`src/logic/wr_req_macros.svh`:
```
`ifndef WR_REQ_MACROS_SVH
`define WR_REQ_MACROS_SVH

`define WRQ_DATA_WIDTH 32
`define WRQ_PORTS 8

`define WRQ_IN_DEPTH_BITS 4
`define WRQ_OUT_DEPTH_BITS 4

// both almost-full levels leave eight words of slack
`define WRQ_IN_AFULL ((1 << `WRQ_IN_DEPTH_BITS) - 8)
`define WRQ_OUT_AFULL ((1 << `WRQ_OUT_DEPTH_BITS) - 8)

`define WRQ_IN_AEMPTY 4 // a port below this cannot fill a burst
`define WRQ_OUT_AEMPTY 2

`define WRQ_BURST_LEN 4

`endif

```
`src/logic/arb_pkg.sv`:
```
`default_nettype none

`include "wr_req_macros.svh"

package arb_pkg;

  // one bit per client port
  typedef logic [`WRQ_PORTS-1:0] port_vec_t;

  typedef logic [$clog2(`WRQ_PORTS)-1:0] port_idx_t;

endpackage

`default_nettype wire

```
`src/logic/burst_read_sequencer.sv`:
```
`default_nettype none

`include "wr_req_macros.svh"

module burst_read_sequencer (
  input  logic              clk,
  input  logic              rst_reg,
  input  arb_pkg::port_vec_t grant,
  input  logic              grant_valid,
  output arb_pkg::port_vec_t fifo_re
);

  localparam int BEAT_BITS = $clog2(`WRQ_BURST_LEN);
  localparam logic [BEAT_BITS-1:0] BEAT_LAST = BEAT_BITS'(`WRQ_BURST_LEN - 1);

  typedef enum logic [1:0] {
    S_IDLE,
    S_BURST,
    S_COOL1,
    S_COOL2
  } state_t;

  state_t state;
  logic [BEAT_BITS-1:0] beat;

  always_ff @(posedge clk) begin
    if (rst_reg) begin
      state <= S_IDLE;
      beat <= '0;
      fifo_re <= '0;
    end else begin
      case (state)
        S_IDLE: begin
          if (grant_valid) begin
            fifo_re <= grant;
            beat <= '0;
            state <= S_BURST;
          end
        end
        S_BURST: begin
          if (beat == BEAT_LAST) begin
            beat <= '0;
            // a new port chains in with no gap, the same port has stale counts
            if (grant_valid && grant != fifo_re) begin
              fifo_re <= grant;
            end else begin
              fifo_re <= '0;
              state <= S_COOL1;
            end
          end else begin
            beat <= beat + 1'b1;
          end
        end
        S_COOL1: begin
          state <= S_COOL2; // lets the drained FIFO's count settle
        end
        S_COOL2: begin
          state <= S_IDLE;
        end
        default: begin
          fifo_re <= '0;
          state <= S_IDLE;
        end
      endcase
    end
  end

  assert property (@(posedge clk) disable iff (rst_reg) $onehot0(fifo_re))
    else $error("burst_read_sequencer: more than one port read");

endmodule

`default_nettype wire

```
`config.mk`:
```
export PLATFORM = sky130hd
export DESIGN_NAME = burst_read_sequencer
export DESIGN_NICKNAME = d
export VERILOG_FILES = /design/src/logic/arb_pkg.sv /design/src/logic/burst_read_sequencer.sv
export VERILOG_INCLUDE_DIRS = /design/src /design/src/logic
export SDC_FILE = /design/constraint.sdc
export NUM_CORES = 1
export LEC_CHECK = 0
export ABC_AREA = 1
export CAP_MARGIN = 0
export CORE_MARGIN = 2
export CORE_UTILIZATION = 53
export DETAILED_ROUTE_END_ITERATION = 10
export DONT_BUFFER_PORTS = 1
export PLACE_DENSITY = 0.71
export SYNTH_ARGS = -nofsm -noshare
export SYNTH_HDL_FRONTEND = slang
export SYNTH_SLANG_ARGS = --single-unit
```
`constraint.sdc`:
```
create_clock -name clk -period 1.36 [get_ports clk]
set_clock_uncertainty 0.1 [all_clocks]
set_input_delay 0.272 -clock clk [delete_from_list [all_inputs] [get_ports clk]]
set_output_delay 0.272 -clock clk [all_outputs]
set_load 0.02 [all_outputs]
```
==> results.md <==
* Total power at between 2 and 2.5 mW
* Largest cells by area after synthesis: dfxtp_1 (34%), nand2_1 (18%), inv_1 (9.0%), ha_1 (7.1%), nand3_1 (6.4%)
* Pre-Repair DR Iteration Count at 4
* Compound-Gate Fraction of Synth Area at 0.0848
* F_max at 687 MHz
* Worst vdd ir at 1.16 mV
* Post-synthesis cell type count at 16
* Post-DP HPWL at 1100 um
* Status: finished, violations left
* Period utilization at 1.07
* MaxCap Viol Count at 0
* Nets at 139
* Final Cell Area at between 900 and 1000 um2
* Number of diodes at 0
* Max Slew Vio Count at 0
* Reg-to-Reg End: beat[0]
* Row cnt at 13
* Met1 GRT Util at 0.235
* Initial Util at 0.558
* CTS tree: yes
* Clk pin slew, worst setup/hold paths at 0.08 ns
* Place WS at -0.0882 ns
* DR WL/cell at around 12 um
* Post-Syn Nets at 119
* Vias in the first global route at just under 600
* Reg2reg path depth at 10
* Min Hold Slack at 0.0239 ns
* GRT Total Usage at 0.226
* Largest net degree at the start of global routing at 8
* Syn avg cell area at 6.81 um2
* Number of clock sinks at 12
* Post-synth ARST share at 0
* Cell count after synthesis at 104
* DRC violation total after the first TritonRoute iteration at 5
* Hold Crit Depth at 2
* Fin crit period at approximately 1.5 ns
* CTS Root Cell: clkbuf_4
* Unrepaired setup endpoints after global routing: yes
* Final setup margin at -0.0948 ns
* Top Ports at 19
* Worst r2r src: state[0]
* Gr busiest metal: met2
* Initial antenna violation count at 0
* Cell accounting for the most synthesized area: dfxtp_1
* WS Path Type: reg -> reg
* Area share of xor/xnor cells in the synthesized design at 0.0495
* GRT Residual Overflow at 0
* Filler Cells Inserted at 101
* Post-synthesis simple-gate area fraction at 0.355
* Die H at 40.6 um
* Final setup TNS at -0.711 ns
* Worst-Skew Late Latency at 0.28 ns
* Synth Area in Adders at 0.0707
* Post-synthesis mux area share at 0
* Crit path max fanout at 3
* # setup viols final at 9
* Via/cell ratio at 4.83
* Pwr Density at 2230 nW/um2
* Core Box Area at 1270 um2
* Hold EP: fifo_re[5]
* Placed inst area at between 800 and 900 um2
* Hold Violations, Final at 0
* Yosys top cell area share at 0.339
* Worst path required time at roughly 1.5 ns
* Layout area overhead at 37.1%
* Slew margin rel. at 0.898
* Hold_sp: grant[5]
* Met2 GRT Util at 0.421
* CTS Buffer Depth at 2
* First-pass GRT wire length at 2380 um
* CP Data Arrival Time at 1.58 ns
* Via count at between 600 and 700
* Final ANT Viol Nets at 0
* DIE AREA at about 1600 um2
* Failing checks: setup timing
* Setup slack, reg-to-reg at -0.09 ns
* Die X at 40.6 um
* Synth Warn # at 0
* Crit start category: flip-flop
* Post-synth top cells: nand2_1 (34), inv_1 (17), dfxtp_1 (12)
* Port bufs at 0
* EDFF count, synth at 0
* Main combinational cell family by area after synthesis: simple AND/OR/NAND/NOR gates
* Detailed-route wire length at about 1600 um
* Met3 usage at 0.0333
* CP endpoint kind: flip-flop
* Drt drc at 0
* CTS buffer count at 3
* Most frequent cell after synthesis: nand2_1
* Share of the yosys chip area belonging to registers at 0.339
* RD Place Congestion at between 0.6 and 0.7
* Hold/Removal Path Class: in -> reg
* Static Leakage at 0.475 nW
* Primary FF master, synth: dfxtp_1
* Share of layout cells above drive strength 1 at 0.390
* Slew @ Worst Pin at 0.152 ns
* H-tree levels at 1
* Mapped cell area at about 710 um2
* Yosys reg bits at 12
[cell type report]
cell class | instances | area, um2 | area share
inverter | 19 | 83.8 | 0.0863
timing repair buffer | 15 | 115 | 0.119
multi-input combinational | 73 | 470 | 0.485
tap | 15 | 18.8 | 0.0193
clock buffer | 4 | 36.3 | 0.0374
sequential | 12 | 246 | 0.254
[registers in the layout, summed over array words and instances (netlist names)]
name,cells
fifo_re,8
beat,2
state,2
[critical path: stages, from the launching register on]
cell     delay (ns)
dfxtp_4        0.38
inv_4          0.04
ha_4           0.16
inv_4          0.08
nor2_4         0.05
a21oi_4        0.12
buf_4          0.13
inv_2          0.04
nor3_2         0.17
a21oi_1        0.06
nor2_1         0.07
[per-layer routing]
metal	part of all wire	wire, um	vias up
li1	-	-	357
met2	0.55	886	16
met5	0	0	-
met1	0.39	630	287
met3	0.043	70	6
met4	0.018	29	0
[cell usage in the layout (no fill, tap or decap)]
cell,netlist,routed
nor2_1,8,6
nor2_8,1,1
nand2_1,34,30
dlygate4sd3_1,0,1
a21oi_2,1,1
xnor2_1,4,4
ha_4,0,2
inv_1,17,11
nand2_4,1,1
a21oi_4,0,1
dfxtp_4,0,1
o21ai_1,0,1
dfxtp_2,0,2
clkbuf_4,0,3
inv_2,2,3
nor3_2,0,1
dfxtp_1,12,9
inv_4,0,5
a21oi_1,4,3
nand3_1,9,8
nand2_2,2,6
o21ai_2,3,3
clkbuf_8,0,1
buf_4,0,14
ha_1,4,2
nand3_4,0,1
nor2_2,0,1
nor2_4,0,1
[what timing repair did]
item / 4_1_cts / 5_1_grt
setup endpoints to repair: 11 / 11
pin swaps: 7 / 4
buffers inserted: 1 / 2
hold buffers: 1 / 0
resized for setup: 13 / 13
hold endpoints to repair: 2 / 0
[worst max-delay path by stage]
stage | from | endpoint | slack [ns] | cells after the start
after floorplan | state[1] | fifo_re[2] | 0.0001 | 9
after global placement | state[0] | fifo_re[3] | -0.03 | 9
after detailed placement | state[0] | fifo_re[7] | -0.09 | 9
after CTS | state[0] | fifo_re[1] | -0.08 | 10
after global routing | state[0] | beat[0] | -0.16 | 10
final | state[0] | beat[0] | -0.09 | 10
[metrics by stage]
step | instances | utilization
finish | 138 | 0.765
global route | 138 | 0.765
floorplan | 104 | -
CTS | 136 | 0.724
detailed placement | 130 | 0.646
global placement | 130 | 0.646
[where the power goes]
part           switching [mW]  total [mW]  internal [mW]
registers               0.119       0.609          0.490
logic                   0.718        1.27          0.550
clock network           0.126       0.289          0.163
total                   0.963        2.17           1.20
[kinds of logic (layout without fill, tap and decap cells)]
family,Yosys count,after routing
AND/OR/NAND/NOR,56,56
buffers and inverters,19,38
flip-flops,12,12
AO/OA/AOI/OAI,9,9
adder cells (fa/ha/maj),4,4
XOR/XNOR,4,4
No activity file was read; power rests on OpenSTA's default activity.
