**config.mk**
```make
export PLATFORM = sky130hd
export DESIGN_NAME = rr_arbiter
export DESIGN_NICKNAME = d
export VERILOG_FILES = /design/src/logic/arb_pkg.sv /design/src/logic/rr_arbiter.sv
export VERILOG_INCLUDE_DIRS = /design/src /design/src/logic
export SDC_FILE = /design/constraint.sdc
export NUM_CORES = 1
export LEC_CHECK = 0
export ABC_AREA = 1
export BUFFER_PORTS_ARGS = -buffer_cell sky130_fd_sc_hd__buf_2
export CAP_MARGIN = 25
export CORE_MARGIN = 2
export CORE_UTILIZATION = 30
export CTS_CLUSTER_SIZE = 25
export DETAILED_ROUTE_END_ITERATION = 7
export PLACE_DENSITY = 0.57
export SLEW_MARGIN = 5
export SYNTH_ARGS = -nofsm -noshare
export SYNTH_HDL_FRONTEND = slang
export SYNTH_SLANG_ARGS = --single-unit
```
**constraint.sdc**
```tcl
create_clock -name clk -period 4.6 [get_ports clk]
set_input_delay 0.23 -clock clk [delete_from_list [all_inputs] [get_ports clk]]
set_output_delay 0.23 -clock clk [all_outputs]
set_load 0.005 [all_outputs]
```
**src/logic/wr_req_macros.svh**
```systemverilog
`ifndef WR_REQ_MACROS_SVH
`define WR_REQ_MACROS_SVH

`define WRQ_DATA_WIDTH 32
`define WRQ_PORTS 8

`define WRQ_IN_DEPTH_BITS 4
`define WRQ_OUT_DEPTH_BITS 4

// both almost-full levels leave eight words of slack
`define WRQ_IN_AFULL ((1 << `WRQ_IN_DEPTH_BITS) - 8)
`define WRQ_OUT_AFULL ((1 << `WRQ_OUT_DEPTH_BITS) - 8)

`define WRQ_IN_AEMPTY 4 // a port below this cannot fill a burst
`define WRQ_OUT_AEMPTY 2

`define WRQ_BURST_LEN 4

`endif

```
**src/logic/arb_pkg.sv**
```systemverilog
`default_nettype none

`include "wr_req_macros.svh"

package arb_pkg;

  // one bit per client port
  typedef logic [`WRQ_PORTS-1:0] port_vec_t;

  typedef logic [$clog2(`WRQ_PORTS)-1:0] port_idx_t;

endpackage

`default_nettype wire

```
**src/logic/rr_arbiter.sv**
```systemverilog
`default_nettype none

`include "wr_req_macros.svh"

module rr_arbiter (
  input  logic              clk,
  input  logic              rst_reg,
  input  arb_pkg::port_vec_t request,
  output arb_pkg::port_vec_t grant,
  output logic              grant_valid
);

  import arb_pkg::*;

  localparam int HOLD_BITS = $clog2(`WRQ_BURST_LEN + 1);

  port_idx_t ptr;
  port_idx_t last;
  port_idx_t grant_idx;
  logic [HOLD_BITS-1:0] hold;
  logic [1:0] cool;
  logic taken;

  assign grant_valid = |request;
  assign last = ptr - 1'b1;

  // first requester at or after the pointer
  always_comb begin
    port_idx_t idx;
    logic found;
    found = 1'b0;
    grant = '0;
    grant_idx = '0;
    for (int i = 0; i < `WRQ_PORTS; i++) begin
      idx = ptr + port_idx_t'(i);
      if (request[idx] && !found) begin
        found = 1'b1;
        grant[idx] = 1'b1;
        grant_idx = idx;
      end
    end
  end

  // Hold and cool track the sequencer's burst slots, so the pointer only moves
  // on grants that actually start a burst
  always_comb begin
    taken = 1'b0;
    if (grant_valid && cool == 2'd0) begin
      if (hold == '0) begin
        taken = 1'b1; // sequencer is idle
      end else if (hold == HOLD_BITS'(1)) begin
        taken = (grant_idx != last); // final beat only chains to another port
      end
    end
  end

  always_ff @(posedge clk) begin
    if (rst_reg) begin
      ptr <= '0;
      hold <= '0;
      cool <= 2'd0;
    end else if (taken) begin
      ptr <= grant_idx + 1'b1;
      hold <= HOLD_BITS'(`WRQ_BURST_LEN);
    end else if (cool != 2'd0) begin
      cool <= cool - 1'b1;
    end else if (hold == HOLD_BITS'(1)) begin
      hold <= '0;
      cool <= 2'd2; // matches the two cool-down states
    end else if (hold != '0) begin
      hold <= hold - 1'b1;
    end
  end

  assert property (@(posedge clk) disable iff (rst_reg) grant_valid |-> $onehot(grant))
    else $error("rr_arbiter: grant not one-hot");

endmodule

`default_nettype wire

```
==> results by group <==
Outcome
  • Status: completed

Route
  • DRT Pass-1 Iters: 6
  • Via density per instance: 5.52
  • Via count: 2269
  • Drt wl/cell: 13.6 um
  • DRT Wirelength: 5600 um
  • Routed Antenna Nets: 0
  • DRT iter0 DRCs: 390
  • # DRC: 0

Placement
  • Inst Count DP: 408
  • Final HPWL DP: 4200 um
  • Routability Congestion: 0.978
  • Buffers on Ports: 18

Cells and area
  • Non-Filler Instances: 411
  • Nets: 360
  • Fillers: 683
  • Area Growth Syn to Fin: 10.1%
  • Area of the multi-input gates: 1470 um2
  • N_diodes: 0
  • Reg area: 160 um2
  • Share of cells above drive strength 1: 18.2%

Global route
  • Largest net degree at the start of global routing: 30
  • GRT Resource Usage Total: 17.2%
  • First-pass GRT wire length: 9430 um
  • Initial antenna violation count: 0
  • Remaining Overflow, GRT: 0
  • Vias in the first global route: 2003

Timing
  • Period utilization: 83.4%
  • # setup viols final: 0
  • Hold Fails Final Rpt: 0
  • Hold WS: 0.347 ns
  • Pins Over Slew Limit: 0
  • F_max: 0.261 GHz
  • RSZ-0062 raised after global routing: no
  • Worst-Margin Slew: 0.607 ns
  • Skew final: 0.00143 ns
  • Setup TNS: 0 ns
  • Max-slew headroom: 59.4%
  • Period minus WS final: 3.84 ns

Die
  • Die height: 82.8 um
  • Core box area: 5960 um2
  • Initial Util: 31.2%
  • Die Area: 6850 um2
  • Die Span X: 82.8 um
  • FP Rows: 28
  • I/O pins: 19

CTS
  • Cts repair resizes: 0
  • Clock sink count: 8
  • Post-CTS Setup Bufs: 0
  • Cts hold-fix bufs: 0
  • Number of buffers created by CTS: 3
  • Clk buf depth: 2
  • Htree depth: 1
  • Clk slew on worst S/H paths: 0.04 ns
  • CTS tree: yes
  • CTS root buf: clkbuf_8
  • Later-pin clock latency in the skew report: 0.23 ns

Pwr
  • Pint: 0.602 mW
  • Reg power frac: 7.3%
  • Power share of the combinational group: 87.5%
  • Switch share: 62.5%
  • Peak supply drop: 0.338 mV
  • Power per Cell Area: 783 nW/um2
  • Psw: 1.00 mW
  • Pleak: 1.03 nW
  • Clock power frac: 5.2%

Hold path
  • Worst Hold Launch: rst_reg
  • Worst Hold Class: input port to flop

Yosys
  • Syn_nets: 344
  • Synth Instances: 322
  • Sequential fraction of the synthesis area: 8.61%
  • Register bit total from synthesis: 8
  • Number of distinct library cells after synthesis: 37
  • Synth Cell Area: 1860 um2
  • Syn_area_per_cell: 5.78 um2
  • Synth warn: 0

Setup path
  • Crit Path Category: flop to primary output
  • Crit path DAT: 3.61 ns
  • WP data required: 4.37 ns
  • Reg-to-Reg Start: ptr[1]$_SDFFE_PP0P_
  • Crit start category: flop
  • Setup crit end kind: primary output
  • Crit-path max FO: 16
  • CP Launch Point: ptr[1]$_SDFFE_PP0P_

Job
  • Max_cap viols: 0
synth_stat cells, drive strengths merged:
| cell | number | share of area [%] |
|---|---|---|
| a21boi | 1 | 0.40 |
| a21oi | 7 | 2.1 |
| a221oi | 13 | 6.1 |
| a31oi | 2 | 0.67 |
| buf | 5 | 2.4 |
| clkbuf | 6 | 1.3 |
| clkinv | 1 | 0.47 |
| dfxtp | 8 | 8.6 |
| ha | 12 | 8.1 |
| inv | 40 | 8.1 |
| nand2 | 102 | 23 |
| nand3 | 45 | 14 |
| nand3b | 1 | 0.40 |
| nand4 | 4 | 2.2 |
| nor2 | 31 | 7.7 |
| nor3 | 14 | 3.8 |
| nor4 | 2 | 0.67 |
| o2111ai | 2 | 0.94 |
| o211ai | 3 | 1.2 |
| o21ai | 16 | 4.3 |
| o221ai | 2 | 0.94 |
| o22ai | 1 | 0.67 |
| or2 | 1 | 0.34 |
| xnor2 | 1 | 0.47 |
| xor2 | 2 | 0.94 |
flip-flops by register name, summed over array words and instances (netlist names):
signal,flops
hold,3
ptr,3
cool,2
final timing paths:
check                                             to  slack [ns]  depth (start not counted)
worst min register to register  hold[0]$_SDFFE_PP0P_        0.49                          2
worst max register to register   ptr[2]$_SDFFE_PP0P_        0.92                         21
worst min-delay path            cool[1]$_SDFFE_PP0P_        0.35                          4
worst max-delay path                        grant[3]        0.76                         17
cell usage in the layout, fill, tap and decap left out, types with 3 or more instances in the layout:
| cell type | instances |
|---|---|
| o21ai_0 | 13 |
| buf_2 | 18 |
| nor3_1 | 14 |
| a21oi_1 | 6 |
| o21ai_1 | 3 |
| nand2_2 | 7 |
| buf_4 | 4 |
| inv_1 | 31 |
| nand3_1 | 37 |
| inv_2 | 9 |
| nand3_2 | 8 |
| nand2_4 | 4 |
| nor2_1 | 28 |
| nand4_1 | 3 |
| clkbuf_8 | 3 |
| ha_1 | 12 |
| dfxtp_1 | 8 |
| o211ai_1 | 3 |
| nand2_1 | 91 |
| a221oi_1 | 13 |
through the flow:
stage          util, %  setup WS [ns]  cell area (um2)  total power, mW
2_1_floorplan        -           1.49             1860             1.20
4_1_cts           34.4          0.807             2050             1.59
3_3_place_gp      33.7           1.11             2010             1.50
6_report          34.4          0.762             2050             1.60
5_1_grt           34.4          0.488             2050             1.79
3_5_place_dp      33.7           1.00             2010             1.49
worst max-delay path, cell delays in order (launching register included):
cell and delay (ns):
dfxtp_1 0.57, inv_2 0.18, ha_1 0.31, buf_4 0.20, inv_2 0.23, nand3_1 0.17, nand3_2 0.11, nand2_2 0.12
nor2_8 0.14, nand2_1 0.09, nor2_1 0.49, a221oi_1 0.19, o21ai_0 0.15, a21oi_1 0.06, o21ai_0 0.08, a21oi_1 0.06
o21ai_0 0.09, buf_2 0.14
power by group through the flow:
stage	clock, mW	combinational [mW]	sequential, mW
floorplan	0	1.09	0.106
global placement	0	1.38	0.117
detailed placement	0	1.38	0.118
CTS	0.0862	1.38	0.117
global route	0.0921	1.58	0.120
finish	0.0841	1.40	0.116
logic make-up (layout without fill, tap and decap cells):
kind of cell               after synthesis  in the layout  synth area share (%)
DFF                                      8              8                  8.61
AOI/OAI and AO/OA                       47             47                  17.4
and+or+nand+nor                        200            200                  52.4
adders and majority gates               12             12                  8.07
buffers and inverters                   52             66                  12.2
xor gates and xnor gates                 3              3                  1.41
cell type report:
| class | count | share of cell area, % |
|---|---|---|
| Inverter | 41 | 7.76 |
| Clock buffer | 3 | 2.02 |
| Sequential cell | 8 | 7.82 |
| Timing Repair Buffer | 22 | 5.86 |
| Multi-Input combinational cell | 262 | 72.0 |
| Tap cell | 75 | 4.58 |
layer usage:
| metal | part of all wire [%] | global-route usage (%) | wire length (um) |
|---|---|---|---|
| met4 | 1.1 | 3.28 | 64 |
| met5 | 0 | 0 | 0 |
| met3 | 7.8 | 1.41 | 436 |
| met1 | 44 | 24.1 | 2480 |
| met2 | 47 | 28.7 | 2610 |
Note: power is estimated with default switching activity, not from simulation.
