### config.mk
export PLATFORM = sky130hd
export DESIGN_NAME = sync_fifo
export DESIGN_NICKNAME = d
export VERILOG_FILES = /design/src/logic/req_pkg.sv /design/src/logic/sync_fifo.sv
export VERILOG_INCLUDE_DIRS = /design/src /design/src/logic
export SDC_FILE = /design/constraint.sdc
export NUM_CORES = 1
export LEC_CHECK = 0
export ABC_AREA = 1
export BUFFER_PORTS_ARGS = -buffer_cell sky130_fd_sc_hd__buf_2
export CELL_PAD_IN_SITES_DETAIL_PLACEMENT = 1
export CELL_PAD_IN_SITES_GLOBAL_PLACEMENT = 1
export CORE_MARGIN = 2
export CORE_UTILIZATION = 45
export CTS_BUF_LIST = sky130_fd_sc_hd__clkbuf_4 sky130_fd_sc_hd__clkbuf_8
export DETAILED_ROUTE_END_ITERATION = 8
export PLACE_DENSITY_LB_ADDON = 0.1
export SLEW_MARGIN = 20
export SYNTH_ARGS = -nofsm -noshare
export SYNTH_HDL_FRONTEND = slang
export SYNTH_SLANG_ARGS = --single-unit
### constraint.sdc
create_clock -name clk -period 4.06 [get_ports clk]
set_input_delay 0.812 -clock clk [delete_from_list [all_inputs] [get_ports clk]]
set_output_delay 0.812 -clock clk [all_outputs]
set_load 0.005 [all_outputs]
### src/logic/wr_req_macros.svh
`ifndef WR_REQ_MACROS_SVH
`define WR_REQ_MACROS_SVH

`define WRQ_DATA_WIDTH 32
`define WRQ_PORTS 8

`define WRQ_IN_DEPTH_BITS 4
`define WRQ_OUT_DEPTH_BITS 4

// both almost-full levels leave eight words of slack
`define WRQ_IN_AFULL ((1 << `WRQ_IN_DEPTH_BITS) - 8)
`define WRQ_OUT_AFULL ((1 << `WRQ_OUT_DEPTH_BITS) - 8)

`define WRQ_IN_AEMPTY 4 // a port below this cannot fill a burst
`define WRQ_OUT_AEMPTY 2

`define WRQ_BURST_LEN 4

`endif

### src/logic/req_pkg.sv
`default_nettype none

`include "wr_req_macros.svh"

package req_pkg;

  // contents are opaque to the concentrator
  typedef logic [`WRQ_DATA_WIDTH-1:0] req_word_t;

  // port 0 sits in the low word
  typedef logic [`WRQ_PORTS-1:0][`WRQ_DATA_WIDTH-1:0] req_bus_t;

endpackage

`default_nettype wire

### src/logic/sync_fifo.sv
`default_nettype none

module sync_fifo #(
  parameter int DEPTH_BITS = 4,
  parameter int AFULL_THRESHOLD = 8,
  parameter int AEMPTY_THRESHOLD = 4
) (
  input  logic                clk,
  input  logic                rst_reg,
  input  logic                we,
  input  req_pkg::req_word_t  din,
  input  logic                re,
  output logic                valid,
  output req_pkg::req_word_t  dout,
  output logic [DEPTH_BITS:0] count,
  output logic                empty,
  output logic                full,
  output logic                almostfull,
  output logic                almostempty
);

  import req_pkg::*;

  localparam logic [DEPTH_BITS:0] DEPTH = {1'b1, {DEPTH_BITS{1'b0}}};
  localparam logic [DEPTH_BITS:0] AFULL_LVL = AFULL_THRESHOLD[DEPTH_BITS:0];
  localparam logic [DEPTH_BITS:0] AEMPTY_LVL = AEMPTY_THRESHOLD[DEPTH_BITS:0];

  req_word_t mem [0:(1 << DEPTH_BITS)-1];
  logic [DEPTH_BITS-1:0] wr_ptr;
  logic [DEPTH_BITS-1:0] rd_ptr;
  logic do_wr;
  logic do_rd;

  assign do_wr = we & ~full;
  assign do_rd = re & ~empty;

  // flags are decoded from the registered count
  assign empty = (count == '0);
  assign full = (count == DEPTH);
  assign almostfull = (count >= AFULL_LVL);
  assign almostempty = (count < AEMPTY_LVL);

  always_ff @(posedge clk) begin
    if (rst_reg) begin
      wr_ptr <= '0;
      rd_ptr <= '0;
      count <= '0;
      valid <= 1'b0;
    end else begin
      valid <= do_rd; // dout lands one cycle after the read strobe
      if (do_wr) begin
        wr_ptr <= wr_ptr + 1'b1;
      end
      if (do_rd) begin
        rd_ptr <= rd_ptr + 1'b1;
      end
      case ({do_wr, do_rd})
        2'b10: count <= count + 1'b1;
        2'b01: count <= count - 1'b1;
        default: count <= count;
      endcase
    end
  end

  always_ff @(posedge clk) begin
    if (do_wr) begin
      mem[wr_ptr] <= din;
    end
    if (do_rd) begin
      dout <= mem[rd_ptr];
    end
  end

  // upstream pacing must keep these from ever happening
  assert property (@(posedge clk) disable iff (rst_reg) !(we && full))
    else $error("sync_fifo: write while full");

  assert property (@(posedge clk) disable iff (rst_reg) !(re && empty))
    else $error("sync_fifo: read while empty");

endmodule

`default_nettype wire

==> reports/results.txt, run 1 <==
worst hold path startpoint: rst_reg
post-CTS setup buffer count: 0
routed via count: 15960
Root Buffer Master: clkbuf_8
Seq pwr share: 45.8%
setup_tns: 0 ns
worst setup margin: 1.287 ns
top-area cell type share of the netlist area: 68.55%
Clock transition at path regs: 0.06 ns
smallest hold slack: 0.4485 ns
area delta synth->final: 11.85%
Net Sw Power: 4.835 mW
Yosys cell types: 21
commonest non-fill, non-tap cell in the layout: nand2_1
Worst slew margin: 30.05%
Placer Congestion: 0.8085
grt ovf: 0
Synth Register Bits: 558
core area: 0.05245 mm²
Power Internal: 10.33 mW
Syn Nets: 2280
antenna fix cells: 0
fmax: 0.3606 GHz
CP Launch Type: register
worst-skew pair later-pin latency: 0.67 ns
Post-Syn Area per Cell: 10.67 µm²
Worst Hold Class: input port to register
synthesized cell area: 0.02383 mm²
post-CTS sizing: 0
leading post-synthesis cells by cell area: edfxtp_1 (69%), nand2_1 (11%), nand3_1 (8.3%), inv_1 (6.3%), dfxtp_1 (1.2%)
# clock sinks: 558
final setup violation count: 0
peak supply drop: 0.3468 mV
final worst-path cycle share: 68.31%
Critical Path Fanout Max: 19
cts bufs inserted: 95
RSZ-0062 raised after global routing: no
setup clock skew after layout: 0.02913 ns
Clock power frac: 32.3%
Tmin final: 2.773 ns
antenna violations before repair: 0
Design Area, Final: 0.02666 mm²
DR DRC count: 0
pre-CTS WS: 1.029 ns
Max Root-Sink Buffers: 3
first-pass GRT wire length: 99.84 mm
cell taking the most area after synthesis: edfxtp_1
Sw Ratio: 31.88%
most frequent cells in the layout: nand2_1 (699), edfxtp_1 (544), inv_1 (401), nand3_1 (394), clkbuf_8 (98)
WP data required: 4.40 ns
DRT antenna net count: 0
Syn. warnings: 0
vias in the first global route: 16950
Iter 0 DRT Violations: 1200
Initial Util: 45.44%
CTS tree: built
PortBufs: 77
CP arrival: 3.11 ns
Post-DP Area: 0.02485 mm²
1st-pass router iterations: 5
hpwl dp: 36.70 mm
Setup crit start: count[0]$_SDFFE_PP0P_
vias per cell: 5.155
WS Path Type: register to register
Max Cap Viol: 0
Least-Margin Pin Slew: 1.049 ns
Wirelength per Cell: 20.99 µm
total track usage: 24.45%
die height: 234.1 µm
CP endpoint kind: register
max-slew violation count: 0
H-tree levels: 3
fraction of layout cells with a size suffix above 1: 11.92%
Die Wd: 234.1 µm
layout net count: 2380
Hold Fails Final Rpt: 0
WL final: 64.97 mm
Synth Instances: 2234
Leakage: 11.35 nW
r2r startpoint: count[0]$_SDFFE_PP0P_
status: finished, final reports clean
pwr dens: 569.0 mW/mm²
FP Rows: 84
part of the Yosys area used for sequential elements: 69.72%
largest net degree at the start of global routing: 162
CTS hold repair buffers: 0
Die Footprint: 0.05482 mm²
final core area utilization: 50.83%
# IOs: 78
combinational power share: 22.0%
-- through the flow --
stage / instances / power (mW)
2_1_floorplan: 2234 / 9.267
3_3_place_gp: 2925 / 10.34
3_5_place_dp: 2925 / 10.43
4_1_cts: 3096 / 15.34
5_1_grt: 3096 / 15.97
6_report: 3096 / 15.17
-- per-layer routing --
metal	GRT usage (%)	vias to the layer above	share of wire [%]
li1	-	7437	-
met1	33.01	8028	44
met2	40.78	391	48
met3	3.842	103	5.1
met4	7.516	0	2.1
met5	0	-	0
-- synth_stat cells --
cell type  number
nand2_1       699
edfxtp_1      544
inv_1         403
nand3_1       394
buf_2          53
nor2_1         41
buf_6          23
dfxtp_1        14
clkbuf_1       12
buf_1           9
buf_4           9
ha_1            9
o21ai_0         7
a21oi_1         6
xor2_1          4
buf_8           2
clkinv_1        1
fa_1            1
inv_2           1
inv_4           1
or2_2           1
-- cells by family after synthesis --
kind of cell	after synthesis	synth area share, %
AO/OA/AOI/OAI	13	0.2730
XOR/XNOR	4	0.1470
adder cells (fa/ha/maj)	10	0.5565
buffers and inverters	514	9.345
flip-flops	558	69.72
AND/OR/NAND/NOR	1135	19.96
-- state kept, by name, summed over array words and instances, names as in the netlist --
name	count
valid	1
count	5
dout	32
rd_ptr	4
mem	512
wr_ptr	4
-- area by class of cell --
class                           count  area [µm²]
Tap cell                          688       860.8
Multi-Input combinational cell   1162        5109
Clock inverter                     30       132.6
Sequential cell                   558       16630
Timing Repair Buffer              111       715.7
Inverter                          406        1539
Fill cell                        5788       25790
Clock buffer                      141        1672
-- power groups by stage --
stage	logic (mW)	clock network, mW	registers, mW
global placement	3.29	0	7.05
global route	3.75	5.25	6.97
finish	3.33	4.89	6.94
floorplan	2.28	0	6.98
detailed placement	3.37	0	7.06
CTS	3.39	5.01	6.94
-- path summary, 6_finish.rpt --
check                           cells after the start                endpoint  slack (ns)
worst max-delay path                                7    mem[7][13]$_DFFE_PP_        1.29
worst min register to register                      2  wr_ptr[0]$_SDFFE_PP0P_        0.55
worst max register to register                      7    mem[7][13]$_DFFE_PP_        1.29
worst min-delay path                                2  wr_ptr[2]$_SDFFE_PP0P_        0.45
-- worst max-delay path: stages, from the launching register on --
cell,delay [ns]
dfxtp_1,0.44
nor2_1,0.10
nand3_1,0.14
nand2_1,0.14
inv_1,0.22
nand2_1,0.28
nor2_4,0.72
buf_4,0.41
Note: power is estimated with default switching activity, not from simulation.
==> run 2: changes to the inputs <==
==> constraint.sdc (replaced) <==
create_clock -name clk -period 2.6 [get_ports clk]
set_input_delay 0.52 -clock clk [delete_from_list [all_inputs] [get_ports clk]]
set_output_delay 0.52 -clock clk [all_outputs]
set_load 0.005 [all_outputs]
==> reports/results.txt, run 2 (same netlist as run 1, synthesis figures left out) <==
layout net count: 2400 (+0.84%)
worst setup margin: 0.2580 ns (-1.029 ns)
Biggest register: mem
Max Root-Sink Buffers: 3 (unchanged)
grt ovf: 0 (unchanged)
DR DRC count: 0 (unchanged)
cells along the critical path: nor2_1 > nand3_1 > nand2_1 > clkinvlp_4 > ha_1 > ha_1 > or2_2 > nand3_1 > nand2_1 > o21ai_0 > inv_1
1st-pass router iterations: 5 (unchanged)
first-pass GRT wire length: 98.77 mm (-1.1%)
post-CTS setup buffer count: 0 (unchanged)
peak supply drop: 0.5202 mV (+50%)
Worst R2R Setup Slack: 0.26 ns (-1.03 ns)
CTS hold repair buffers: 0 (unchanged)
pre-CTS WS: 0.2199 ns (-0.8094 ns)
Root Buffer Master: clkbuf_8
Die Wd: 234.1 µm (unchanged)
setup_tns: 0 ns (unchanged)
antenna fix cells: 0 (unchanged)
Max stage delay on crit path: 0.34 ns (-0.38 ns)
routed via count: 15990 (+0.18%)
critical path capture point: count[4]$_SDFFE_PP0P_
WS Path Type: register to register
# clock sinks: 558 (unchanged)
WP data required: 3.16 ns (-1.24 ns)
Least-Margin Pin Slew: 0.9173 ns (-0.1320 ns)
RSZ-0062 raised after global routing: no
worst-skew pair later-pin latency: 0.67 ns (about the same)
post-CTS sizing: 0 (unchanged)
total track usage: 24.24% (-0.21 points)
H-tree levels: 3 (unchanged)
setup clock skew after layout: 0.02559 ns (-0.003540 ns)
Initial Util: 45.44% (unchanged)
# IOs: 78 (unchanged)
cts bufs inserted: 95 (unchanged)
max reg flops: 512 (unchanged)
Worst slew margin: 38.85% (+8.8 points)
antenna violations before repair: 0 (unchanged)
final setup violation count: 0 (unchanged)
vias in the first global route: 17030 (+0.46%)
Iter 0 DRT Violations: 889 (-26%)
Placer Congestion: 0.7786 (-3.7%)
Leakage: 11.48 nW (+1.1%)
final worst-path cycle share: 90.08% (+22 points)
CP arrival: 2.90 ns (-0.21 ns)
largest net degree at the start of global routing: 132 (-19%)
Worst Hold Class: input port to register
pwr dens: 874.7 mW/mm² (+54%)
r2r startpoint: count[4]$_SDFFE_PP0P_
FP Rows: 84 (unchanged)
vias per cell: 5.137 (-0.34%)
CP delay by family, top: simple AND/OR/NAND/NOR gates
CP max-delay cell: dfxtp_1
PortBufs: 77 (unchanged)
hpwl dp: 36.32 mm (-1.0%)
WL final: 64.28 mm (-1.1%)
status: finished, final reports clean
Tmin final: 2.342 ns (-0.4312 ns)
Top Registers: mem (512), dout (32), count (5)
Clock transition at path regs: 0.06 ns (about the same)
commonest non-fill, non-tap cell in the layout: nand2_1
max-slew violation count: 0 (unchanged)
DRT antenna net count: 0 (unchanged)
area delta synth->final: 13.24%
Die Footprint: 0.05482 mm² (unchanged)
die height: 234.1 µm (unchanged)
buffers and inverters on the worst path: 2 (unchanged)
CP endpoint kind: register
Wirelength per Cell: 20.65 µm (-1.6%)
worst r2r path cells: 11 (+4)
fraction of layout cells with a size suffix above 1: 12.33% (+0.42 points)
core area: 0.05245 mm² (unchanged)
Hold Fails Final Rpt: 0 (unchanged)
most frequent cells in the layout: nand2_1 (699), edfxtp_1 (544), inv_1 (401), nand3_1 (394), clkbuf_8 (99)
Power Total: 23.60 mW (+56%)
R2R Path End: count[4]$_SDFFE_PP0P_
Crit. path cell count: 11 (+4)
fmax: 0.4270 GHz (+18%)
Max Cap Viol: 0 (unchanged)
CTS tree: built
Setup crit start: count[4]$_SDFFE_PP0P_
CP Launch Type: register
Critical Path Fanout Max: 6 (-13)
==> run 2: layer usage <==
| metal | vias to the layer above | track usage [%] | part of all wire (%) |
|---|---|---|---|
| li1 | 7490 | - | - |
| met1 | 8011 | 31.84 | 44 |
| met2 | 374 | 41.04 | 49 |
| met3 | 112 | 3.538 | 4.4 |
| met4 | 0 | 8.703 | 2.7 |
| met5 | - | 0 | 0 |
==> run 2: cell type report <==
cell class / count / area (µm²)
multi-input cells: 1162 / 5109
clock inverters: 37 / 163.9
flip-flops and latches: 558 / 16630
clock buffers: 130 / 1595
well taps: 688 / 860.8
inverters: 406 / 1538
repair buffers: 131 / 1091
fillers: 5709 / 25460
==> run 2: power breakdown <==
group / total [mW] / switching, mW / internal (mW)
clock: 7.39 / 3.46 / 3.94
combinational: 5.48 / 3.78 / 1.70
sequential: 10.7 / 0.200 / 10.5
total: 23.6 / 7.44 / 16.2
==> run 2: worst min-delay path by stage <==
stage / startpoint / depth (start not counted) / endpoint / slack, ns
floorplan: wr_ptr[2]$_SDFFE_PP0P_ / 2 / wr_ptr[2]$_SDFFE_PP0P_ / 0.49
global placement: wr_ptr[2]$_SDFFE_PP0P_ / 2 / wr_ptr[2]$_SDFFE_PP0P_ / 0.53
detailed placement: wr_ptr[1]$_SDFFE_PP0P_ / 2 / wr_ptr[1]$_SDFFE_PP0P_ / 0.54
CTS: rst_reg / 2 / wr_ptr[2]$_SDFFE_PP0P_ / 0.10
global route: rst_reg / 2 / rd_ptr[2]$_SDFFE_PP0P_ / 0.14
finish: rst_reg / 2 / rd_ptr[2]$_SDFFE_PP0P_ / 0.14
==> run 2: per-stage QoR <==
step | cells | instance area (µm²) | hold slack (ns) | util, %
after floorplan | 2234 | 23840 | 0.4897 | -
after global placement | 2945 | 25230 | 0.5319 | 48.10
after detailed placement | 2945 | 25230 | 0.5410 | 48.10
after CTS | 3112 | 26990 | 0.1013 | 51.46
after global routing | 3112 | 26990 | 0.1397 | 51.46
final | 3112 | 26990 | 0.1403 | 51.46
